`src/source/lsuPkg.sv`:
```
// Package with the funct3 union, access size and MemRW codes, and the byte swap function
`default_nettype none

package lsuPkg;

  // Widest word the swap function handles
  localparam int MAX_XLEN = 64;

  // Access size codes from Funct3[1:0]
  localparam logic [1:0] SIZE_BYTE   = 2'd0;
  localparam logic [1:0] SIZE_HALF   = 2'd1;
  localparam logic [1:0] SIZE_WORD   = 2'd2;
  localparam logic [1:0] SIZE_DOUBLE = 2'd3;

  // MemRW strobes with read in bit 1 and write in bit 0
  localparam logic [1:0] MEM_IDLE  = 2'b00;
  localparam logic [1:0] MEM_WRITE = 2'b01;
  localparam logic [1:0] MEM_READ  = 2'b10;

  // Funct3 of a load or store, either as the raw code or split in two fields
  typedef union packed {
    logic [2:0] raw;                  // Funct3 straight from the decoder
    struct packed {
      logic       isUnsigned;         // LBU, LHU and LWU
      logic [1:0] size;               // Log2 of the access bytes
    } fields;
  } memOpT;

  // Reverse the order of the low nBytes bytes of a word
  // Bytes above nBytes come back as zero
  function automatic logic [MAX_XLEN-1:0] endianSwap(
    input logic [MAX_XLEN-1:0] word,
    input int unsigned         nBytes
  );
    logic [MAX_XLEN-1:0] swapped;
    swapped = '0;
    for (int i = 0; i < MAX_XLEN/8; i++) begin
      if (i < nBytes) begin
        swapped[8*i +: 8] = word[8*(nBytes-1-i) +: 8];  // Lane i takes lane n-1-i
      end
    end
    return swapped;
  endfunction

endpackage

`default_nettype wire

```
`src/source/lsuRequest.sv`:
```
// E-to-M address register, misalignment faults, byte mask and store data replication and swap
`timescale 1ns/1ns
`default_nettype none

module lsuRequest import lsuPkg::*; #(
  parameter int XLEN = 32                        // Data and address width
) (
  input  logic              clk,
  input  logic              rstN,
  input  logic              StallM,                   // Hold the M address
  input  logic [XLEN-1:0]   IEUAdrE,                  // Address computed in E
  input  logic [1:0]        MemRWM,                   // Read and write strobes of M
  input  memOpT             Funct3M,                  // Size and signedness
  input  logic [XLEN-1:0]   WriteDataM,               // Store data from the IEU
  input  logic              BigEndianM,               // Memory is big-endian
  output logic [XLEN-1:0]   IEUAdrM,                  // Registered M address
  output logic [XLEN/8-1:0] ByteMaskM,                // Bytes touched by the access
  output logic [XLEN-1:0]   StoreDataM,               // Lane-aligned store data
  output logic              LoadMisalignedFaultM,
  output logic              StoreAmoMisalignedFaultM,
  output logic              MisalignedM               // Any access off its natural boundary
);

  localparam int BYTES = XLEN/8;                      // Bytes per word
  localparam int OFFB  = $clog2(BYTES);               // Byte offset bits

  logic [2:0]          lowAdrM;                       // Low three address bits
  logic [2:0]          alignMaskM;                    // Offset bits that must be zero
  logic [BYTES-1:0]    sizeMaskM;                     // Mask before the shift to the offset
  logic [XLEN-1:0]     replDataM;                     // Store data copied over every lane
  logic [MAX_XLEN-1:0] swappedM;                      // Replicated data in big-endian order

  ////////////////////////////////////////////////////////////////////////////
  // Address register from E to M
  ////////////////////////////////////////////////////////////////////////////

  always_ff @(posedge clk) begin
    if (!rstN) begin
      IEUAdrM <= '0;
    end else if (!StallM) begin
      IEUAdrM <= IEUAdrE;                             // Advance with the pipeline
    end
  end

  ////////////////////////////////////////////////////////////////////////////
  // Alignment check
  ////////////////////////////////////////////////////////////////////////////

  assign lowAdrM = IEUAdrM[2:0];

  always_comb begin
    case (Funct3M.fields.size)
      SIZE_BYTE: alignMaskM = 3'b000;                 // Bytes are always aligned
      SIZE_HALF: alignMaskM = 3'b001;
      SIZE_WORD: alignMaskM = 3'b011;
      default:   alignMaskM = 3'b111;
    endcase
  end

  assign MisalignedM = (|(lowAdrM & alignMaskM)) & (|MemRWM);

  // A read-modify-write counts as a store fault
  assign LoadMisalignedFaultM     = MisalignedM & (MemRWM == MEM_READ);
  assign StoreAmoMisalignedFaultM = MisalignedM & MemRWM[0];

  ////////////////////////////////////////////////////////////////////////////
  // Byte mask
  ////////////////////////////////////////////////////////////////////////////

  always_comb begin
    for (int b = 0; b < BYTES; b++) begin
      sizeMaskM[b] = (b < (1 << Funct3M.fields.size));  // Low 2^size bytes set
    end
  end

  assign ByteMaskM = sizeMaskM << IEUAdrM[OFFB-1:0];  // Move to the byte offset

  ////////////////////////////////////////////////////////////////////////////
  // Store data replication and endian swap
  ////////////////////////////////////////////////////////////////////////////

  // Every lane carries the data so the mask alone picks the target bytes
  always_comb begin
    case (Funct3M.fields.size)
      SIZE_BYTE: replDataM = {BYTES{WriteDataM[7:0]}};
      SIZE_HALF: replDataM = {(BYTES/2){WriteDataM[15:0]}};
      SIZE_WORD: replDataM = {(XLEN/32){WriteDataM[31:0]}};
      default:   replDataM = WriteDataM;              // Full word
    endcase
  end

  assign swappedM   = endianSwap(MAX_XLEN'(replDataM), BYTES);
  assign StoreDataM = BigEndianM ? swappedM[XLEN-1:0] : replDataM;

endmodule

`default_nettype wire

```
`src/source/dtimMem.sv`:
```
// Synchronous byte-masked data memory with E-stage read and M-stage write
`timescale 1ns/1ns
`default_nettype none

module dtimMem #(
  parameter int XLEN       = 32,                      // Word width
  parameter int DTIM_WORDS = 64                       // Depth in words
) (
  input  logic              clk,
  input  logic              rstN,
  input  logic              StallM,                   // Keep the read word of a stalled load
  input  logic [1:0]        MemRWE,                   // Read strobe in bit 1
  input  logic [XLEN-1:0]   ReadAdrE,                 // Load address in E
  input  logic [XLEN-1:0]   WriteAdrM,                // Store address in M
  input  logic              WriteEnM,                 // Final write enable
  input  logic [XLEN/8-1:0] ByteMaskM,                // Per-byte write enables
  input  logic [XLEN-1:0]   StoreDataM,
  output logic [XLEN-1:0]   ReadDataWordM             // Word read in E, valid in M
);

  localparam int BYTES = XLEN/8;
  localparam int OFFB  = $clog2(BYTES);
  localparam int AW    = $clog2(DTIM_WORDS);          // Word index bits

  logic [XLEN-1:0] mem [DTIM_WORDS];                  // Storage array
  logic [AW-1:0]   readIdxE;
  logic [AW-1:0]   writeIdxM;

  // Word index drops the byte offset
  assign readIdxE  = ReadAdrE[OFFB +: AW];
  assign writeIdxM = WriteAdrM[OFFB +: AW];

  ////////////////////////////////////////////////////////////////////////////
  // Read port
  ////////////////////////////////////////////////////////////////////////////

  always_ff @(posedge clk) begin
    if (!rstN) begin
      ReadDataWordM <= '0;
    end else if (!StallM && MemRWE[1]) begin
      ReadDataWordM <= mem[readIdxE];                 // Load moves into M
    end
  end

  ////////////////////////////////////////////////////////////////////////////
  // Write port with byte enables
  ////////////////////////////////////////////////////////////////////////////

  always_ff @(posedge clk) begin
    for (int b = 0; b < BYTES; b++) begin
      if (WriteEnM && ByteMaskM[b]) begin
        mem[writeIdxM][8*b +: 8] <= StoreDataM[8*b +: 8];
      end
    end
  end

endmodule

`default_nettype wire

```
`src/source/lrscReservation.sv`:
```
// LR/SC reservation register, store-conditional outcome and the final write enable
`timescale 1ns/1ns
`default_nettype none

module lrscReservation import lsuPkg::*; #(
  parameter int XLEN = 32
) (
  input  logic            clk,
  input  logic            rstN,
  input  logic            StallW,                     // Update held while W stalls
  input  logic [1:0]      MemRWM,
  input  logic            LrScM,                      // Access is an LR or SC
  input  logic [XLEN-1:0] IEUAdrM,
  input  logic            MisalignedM,                // Misaligned accesses change nothing
  output logic            WriteEnM,                   // Write reaches the DTIM
  output logic            SquashSCM                   // SC failed
);

  localparam int OFFB = $clog2(XLEN/8);

  logic                 resValid;                     // Reservation is held
  logic [XLEN-OFFB-1:0] resAdr;                       // Reserved word address
  logic [XLEN-OFFB-1:0] wordAdrM;
  logic                 lrM;
  logic                 scM;
  logic                 resHitM;

  assign wordAdrM = IEUAdrM[XLEN-1:OFFB];
  assign lrM      = LrScM & (MemRWM == MEM_READ);
  assign scM      = LrScM & (MemRWM == MEM_WRITE);
  assign resHitM  = resValid & (resAdr == wordAdrM);  // SC would succeed

  ////////////////////////////////////////////////////////////////////////////
  // Write enable and SC result
  ////////////////////////////////////////////////////////////////////////////

  // Plain stores pass and an SC needs a hit
  assign WriteEnM  = MemRWM[0] & ~MisalignedM & ~StallW & (~scM | resHitM);
  assign SquashSCM = scM & ~resHitM;

  ////////////////////////////////////////////////////////////////////////////
  // Reservation state
  ////////////////////////////////////////////////////////////////////////////

  always_ff @(posedge clk) begin
    if (!rstN) begin
      resValid <= 1'b0;
    end else if (!StallW && !MisalignedM) begin
      if (lrM) begin
        resValid <= 1'b1;                             // LR reserves its word
      end else if (scM) begin
        resValid <= 1'b0;                             // Any SC drops it
      end
    end
  end

  always_ff @(posedge clk) begin
    if (!StallW && !MisalignedM && lrM) begin
      resAdr <= wordAdrM;
    end
  end

endmodule

`default_nettype wire

```
`src/source/loadFormat.sv`:
```
// Load byte swap, subword select with extension, and the M-to-W registers
`timescale 1ns/1ns
`default_nettype none

module loadFormat import lsuPkg::*; #(
  parameter int XLEN = 32
) (
  input  logic            clk,
  input  logic            rstN,
  input  logic            StallW,                     // Hold the W registers
  input  logic [XLEN-1:0] ReadDataWordM,              // Raw memory word
  input  logic [XLEN-1:0] IEUAdrM,                    // Only the byte offset matters here
  input  memOpT           Funct3M,
  input  logic            BigEndianM,
  input  logic            SquashSCM,
  output logic [XLEN-1:0] ReadDataW,                  // Extended load value
  output logic            SquashSCW
);

  localparam int         BYTES    = XLEN/8;
  localparam int         OFFB     = $clog2(BYTES);
  localparam logic [1:0] MAX_SIZE = 2'(OFFB);         // Widest size one word holds

  logic [MAX_XLEN-1:0] swappedM;
  logic [XLEN-1:0]     wordLeM;                       // Word in little-endian lane order
  logic [1:0]          effSizeM;                      // Size clipped to the word
  logic [OFFB:0]       sizeBytesM;
  logic [OFFB-1:0]     offsetM;
  logic [OFFB-1:0]     selOffsetM;                    // Lane where the subword starts
  logic [XLEN-1:0]     shiftedM;
  logic [XLEN-1:0]     readDataM;

  ////////////////////////////////////////////////////////////////////////////
  // Endian swap and subword select
  ////////////////////////////////////////////////////////////////////////////

  assign swappedM = endianSwap(MAX_XLEN'(ReadDataWordM), BYTES);
  assign wordLeM  = BigEndianM ? swappedM[XLEN-1:0] : ReadDataWordM;

  assign effSizeM   = (Funct3M.fields.size > MAX_SIZE) ? MAX_SIZE : Funct3M.fields.size;
  assign sizeBytesM = (OFFB+1)'(1) << effSizeM;
  assign offsetM    = IEUAdrM[OFFB-1:0];

  // Swapping mirrors the lanes so the offset is mirrored too
  assign selOffsetM = BigEndianM ? OFFB'(BYTES - sizeBytesM - offsetM) : offsetM;
  assign shiftedM   = wordLeM >> {selOffsetM, 3'b000};

  // Sign or zero extension
  always_comb begin
    case (Funct3M.fields.size)
      SIZE_BYTE: readDataM = Funct3M.fields.isUnsigned ? XLEN'(shiftedM[7:0])
                                                       : XLEN'($signed(shiftedM[7:0]));
      SIZE_HALF: readDataM = Funct3M.fields.isUnsigned ? XLEN'(shiftedM[15:0])
                                                       : XLEN'($signed(shiftedM[15:0]));
      SIZE_WORD: readDataM = Funct3M.fields.isUnsigned ? XLEN'(shiftedM[31:0])
                                                       : XLEN'($signed(shiftedM[31:0]));
      default:   readDataM = shiftedM;                // Full word needs no extension
    endcase
  end

  ////////////////////////////////////////////////////////////////////////////
  // M to W registers
  ////////////////////////////////////////////////////////////////////////////

  always_ff @(posedge clk) begin
    if (!rstN) begin
      ReadDataW <= '0;
      SquashSCW <= 1'b0;
    end else if (!StallW) begin
      ReadDataW <= readDataM;
      SquashSCW <= SquashSCM;                         // Keeps rd unwritten on a failed SC
    end
  end

endmodule

`default_nettype wire

```
`src/source/lsu.sv`:
```
// Load/store unit top level connecting request, DTIM, reservation and load format stages
`timescale 1ns/1ns
`default_nettype none

module lsu import lsuPkg::*; #(
  parameter int XLEN       = 32,                      // Data and address width
  parameter int DTIM_WORDS = 64                       // DTIM depth in words
) (
  input  logic            clk,
  input  logic            rstN,
  input  logic            StallM,
  input  logic            StallW,
  input  logic [1:0]      MemRWE,                     // E-stage read and write strobes
  input  logic [XLEN-1:0] IEUAdrE,
  input  logic [1:0]      MemRWM,
  input  memOpT           Funct3M,                    // Size and signedness in M
  input  logic            LrScM,
  input  logic [XLEN-1:0] WriteDataM,
  input  logic            BigEndianM,
  output logic [XLEN-1:0] IEUAdrM,
  output logic            LoadMisalignedFaultM,
  output logic            StoreAmoMisalignedFaultM,
  output logic [XLEN-1:0] ReadDataW,
  output logic            SquashSCW
);

  logic [XLEN/8-1:0] ByteMaskM;
  logic [XLEN-1:0]   StoreDataM;                      // Replicated and swapped store data
  logic              MisalignedM;
  logic              WriteEnM;                        // Store or successful SC
  logic              SquashSCM;
  logic [XLEN-1:0]   ReadDataWordM;                   // Raw DTIM word in M

  ////////////////////////////////////////////////////////////////////////////
  // Request side and DTIM
  ////////////////////////////////////////////////////////////////////////////

  lsuRequest #(.XLEN(XLEN)) lsuRequest_i (
    .clk, .rstN, .StallM, .IEUAdrE, .MemRWM, .Funct3M, .WriteDataM, .BigEndianM,
    .IEUAdrM, .ByteMaskM, .StoreDataM, .LoadMisalignedFaultM, .StoreAmoMisalignedFaultM,
    .MisalignedM
  );

  dtimMem #(.XLEN(XLEN), .DTIM_WORDS(DTIM_WORDS)) dtimMem_i (
    .clk, .rstN, .StallM, .MemRWE,
    .ReadAdrE(IEUAdrE),                               // Read starts in E
    .WriteAdrM(IEUAdrM),
    .WriteEnM, .ByteMaskM, .StoreDataM, .ReadDataWordM
  );

  ////////////////////////////////////////////////////////////////////////////
  // Reservation and load return
  ////////////////////////////////////////////////////////////////////////////

  lrscReservation #(.XLEN(XLEN)) lrscReservation_i (
    .clk, .rstN, .StallW, .MemRWM, .LrScM, .IEUAdrM, .MisalignedM, .WriteEnM, .SquashSCM
  );

  loadFormat #(.XLEN(XLEN)) loadFormat_i (
    .clk, .rstN, .StallW, .ReadDataWordM, .IEUAdrM, .Funct3M, .BigEndianM, .SquashSCM,
    .ReadDataW, .SquashSCW
  );

endmodule

`default_nettype wire

```
`config.mk`:
```
export PLATFORM = sky130hd
export DESIGN_NAME = lsu
export DESIGN_NICKNAME = d
export VERILOG_FILES = /design/src/source/lsuPkg.sv /design/src/source/lsuRequest.sv /design/src/source/dtimMem.sv /design/src/source/lrscReservation.sv /design/src/source/loadFormat.sv /design/src/source/lsu.sv
export SDC_FILE = /design/constraint.sdc
export NUM_CORES = 2
export LEC_CHECK = 0
export ABC_AREA = 1
export ABC_CLOCK_PERIOD_IN_PS = 4200
export BUFFER_PORTS_ARGS = -buffer_cell sky130_fd_sc_hd__buf_2
export CAP_MARGIN = 20
export CELL_PAD_IN_SITES_DETAIL_PLACEMENT = 0
export CELL_PAD_IN_SITES_GLOBAL_PLACEMENT = 1
export CORE_UTILIZATION = 35
export CTS_CLUSTER_DIAMETER = 30
export CTS_CLUSTER_SIZE = 16
export DETAILED_ROUTE_END_ITERATION = 16
export PLACE_DENSITY = 0.57
export SLEW_MARGIN = 20
export SYNTH_ARGS = -nofsm -noshare
export SYNTH_HDL_FRONTEND = slang
export SYNTH_SLANG_ARGS = --single-unit
```
`constraint.sdc`:
```
create_clock -name clk -period 4.2 [get_ports clk]
set_clock_uncertainty 0.1 [all_clocks]
set_input_delay 0.21 -clock clk [delete_from_list [all_inputs] [get_ports clk]]
set_output_delay 0.21 -clock clk [all_outputs]
set_load 0.005 [all_outputs]
```
==> reports/qor.txt <==
Status: complete, no violations
Post-Synthesis Cell Area: 0.09015 mm^2
H-tree Lvls: 5
Max Clk Rate: 0.2632 GHz
Initial antenna violation count: 30
Clk sinks: 2,176
# port buffers: 142
PD cells: 577.4 mW/mm^2
Routed vias/inst: 5.151
1st-pass router iterations: 7
Final ANT Viol Nets: 0
Via count: 62,828
Fin Setup TNS: 0 ns
Full die area: 0.2596 mm^2
Rel. slew slack: 20.87%
Post-Syn Instances: 8,003
Die W: 509.5 um
Critical path peak fanout: 37
Unique cell type count in the Yosys netlist: 38
Core area: 0.2551 mm^2
Largest net degree at the start of global routing: 175
Post-cts hold buffer count: 120
WP data arrival: 4.48 ns
GRT overflow: 0
Longest Clk Path Bufs: 4
Startpoint types: input pin
Clock Latency Late Sink: 0.93 ns
Number of buffers created by CTS: 477
Total power: 0.06480 W
Core Util, Final: 44.00%
Placed instance count: 11,179
Pleak: 40.82 nW
Sequential area share after synthesis: 71.40%
Peak supply drop: 370.3 uV
Final wirelength: 303,100 um
Post-CTS sizing: 0
Synth Area per Inst: 11.26 um^2
Die Y: 509.5 um
Commonest non-fill, non-tap cell in the layout: nand2_1
DP Wirelength: 184,700 um
Number of global-route vias before repair: 61,925
Layout cells sized above 1: 13.38%
FF+latch count, synth: 2,176
Most frequent cells in the layout: nand2_1 (2,491), edfxtp_1 (2,078), nand3_1 (2,001), clkbuf_16 (482), nor2_1 (368)
Ys async rst share: 0%
Area grow syn2layout: 24.50%
Setup Fix Bufs, Post-CTS: 0
Residual DRC: 0
Nets: 8,491
Top_reg_cell synth: edfxtp_1
Total of max-cap violations: 0
RSZ-0062 raised after global routing: false
Initial Utilization: 35.34%
Fin crit share: 90.46%
WHS: 0.06284 ns
Number of core rows: 185
Global-route wire length before repair: 432,800 um
Fin. max-slew vios: 0
Filler cells: 23,889
Finished Layout Cells: 12,198
Least-Margin Pin Slew: 1.184 ns
Post-DR wirelength/cell: 24.85 um
Setup CP Type: in2reg
Clk slew on worst S/H paths: 0.05 ns
Final Hold Viols: 0
TritonCTS clock tree: done
Hold Crit Class: in2reg
GR Util All Layers: 23.07%
Worst Setup End Kind: flip-flop
Syn Nets: 8,082
Fin crit period: 3.799 ns
Final setup viols: 0
Drt initial violations: 5,812
Synthesis warning total: 0
# IOs: 144
Number of synthesized flops with an enable pin: 2,078
Clk root buf: clkbuf_16
GPL Wtd Cong: 0.8476
Critical path required time: 4.88 ns
## logic make-up after synthesis
family | synth area share [%]
AOI/OAI and AO/OA | 1.235
xor gates and xnor gates | 0.09715
adders and majority gates | 0.02776
buffers and inverters | 3.606
DFF | 71.40
and+or+nand+nor | 23.64
## final cells by class
cell class	instances	area [um^2]	area share, %
well taps	3366	4212	3.753
flip-flops and latches	2176	64360	57.35
inverters	141	570.5	0.5084
diodes	14	35.03	0.03122
clock inverters	340	3606	3.213
clock buffers	545	12330	10.98
multi-input cells	5156	22940	20.44
repair buffers	460	4178	3.723
## registers in the layout (all words and copies together) (netlist names)
name                        cells
lsuRequest_i.IEUAdrM           32
loadFormat_i.ReadDataW         32
lrscReservation_i.resAdr       30
dtimMem_i.ReadDataWordM        32
lrscReservation_i.resValid      1
dtimMem_i.mem                2048
loadFormat_i.SquashSCW          1
## metrics by stage
step	worst slack, ns	area [um^2]
floorplan	-0.04860	90150
global route	0.1635	112200
global placement	0.6308	95050
CTS	0.4964	112200
finish	0.4007	112200
detailed placement	0.5652	95060
## synthesized netlist by cell type, types with 8 or more instances
cell | instances | area, um^2
nand4_1 | 8 | 50.05
buf_6 | 31 | 349.1
nand2_1 | 2492 | 9354
inv_2 | 9 | 33.78
nand3_1 | 2001 | 10010
nor3_1 | 21 | 105.1
buf_1 | 42 | 157.7
dfxtp_1 | 98 | 1962
clkbuf_1 | 140 | 525.5
nor2_1 | 369 | 1385
o211ai_1 | 17 | 127.6
or2_2 | 10 | 62.56
o21ai_0 | 148 | 740.7
edfxtp_1 | 2078 | 62400
a21oi_1 | 41 | 205.2
buf_2 | 279 | 1396
inv_1 | 128 | 480.5
buf_4 | 38 | 285.3
## layer usage
| metal | routed length (um) | GRT usage (%) | part of all wire [%] | up-vias |
|---|---|---|---|---|
| met5 | 273 | 0.5665 | 0.090 | - |
| met4 | 10450 | 8.519 | 3.4 | 10 |
| met3 | 20550 | 4.852 | 6.8 | 491 |
| met2 | 140100 | 36.46 | 46 | 2132 |
| met1 | 131800 | 31.14 | 43 | 31055 |
| li1 | - | - | - | 29140 |
## critical path: stages
cell and delay, ns:
dlygate4sd3_1 0.53, buf_2 0.14, nor2_4 0.34, inv_1 0.12, buf_4 0.21, ha_1 0.28, nand2_1 0.06, o21ai_2 0.25
inv_2 0.38, o21ai_0 0.27, nand3_1 0.17, nand3_4 0.19, nand3b_1 0.09, dlygate4sd3_1 0.57, nand2_1 0.07, dlygate4sd3_1 0.55
inv_1 0.04
## where the power goes
group	internal, W	leakage, nW	switching (W)
clock	0.0245	7.64	0.0120
combinational	0.000984	13.6	0.00299
sequential	0.0242	19.6	0.0000738
total	0.0497	40.8	0.0151
## path summary, 6_finish.rpt
kind / from / end / slack, ns / cells past startpoint
max: Funct3M[1] / loadFormat_i.ReadDataW[27]$_SDFFE_PN0N_ / 0.40 / 17
min: WriteDataM[26] / dtimMem_i.mem[39][26]$_DFFE_PP_ / 0.06 / 5
max reg2reg: lsuRequest_i.IEUAdrM[4]$_SDFFE_PN0N_ / dtimMem_i.mem[38][27]$_DFFE_PP_ / 0.49 / 6
min reg2reg: lsuRequest_i.IEUAdrM[23]$_SDFFE_PN0N_ / lrscReservation_i.resAdr[21]$_DFFE_PP_ / 0.35 / 0
(Power assumes the default switching activity.)
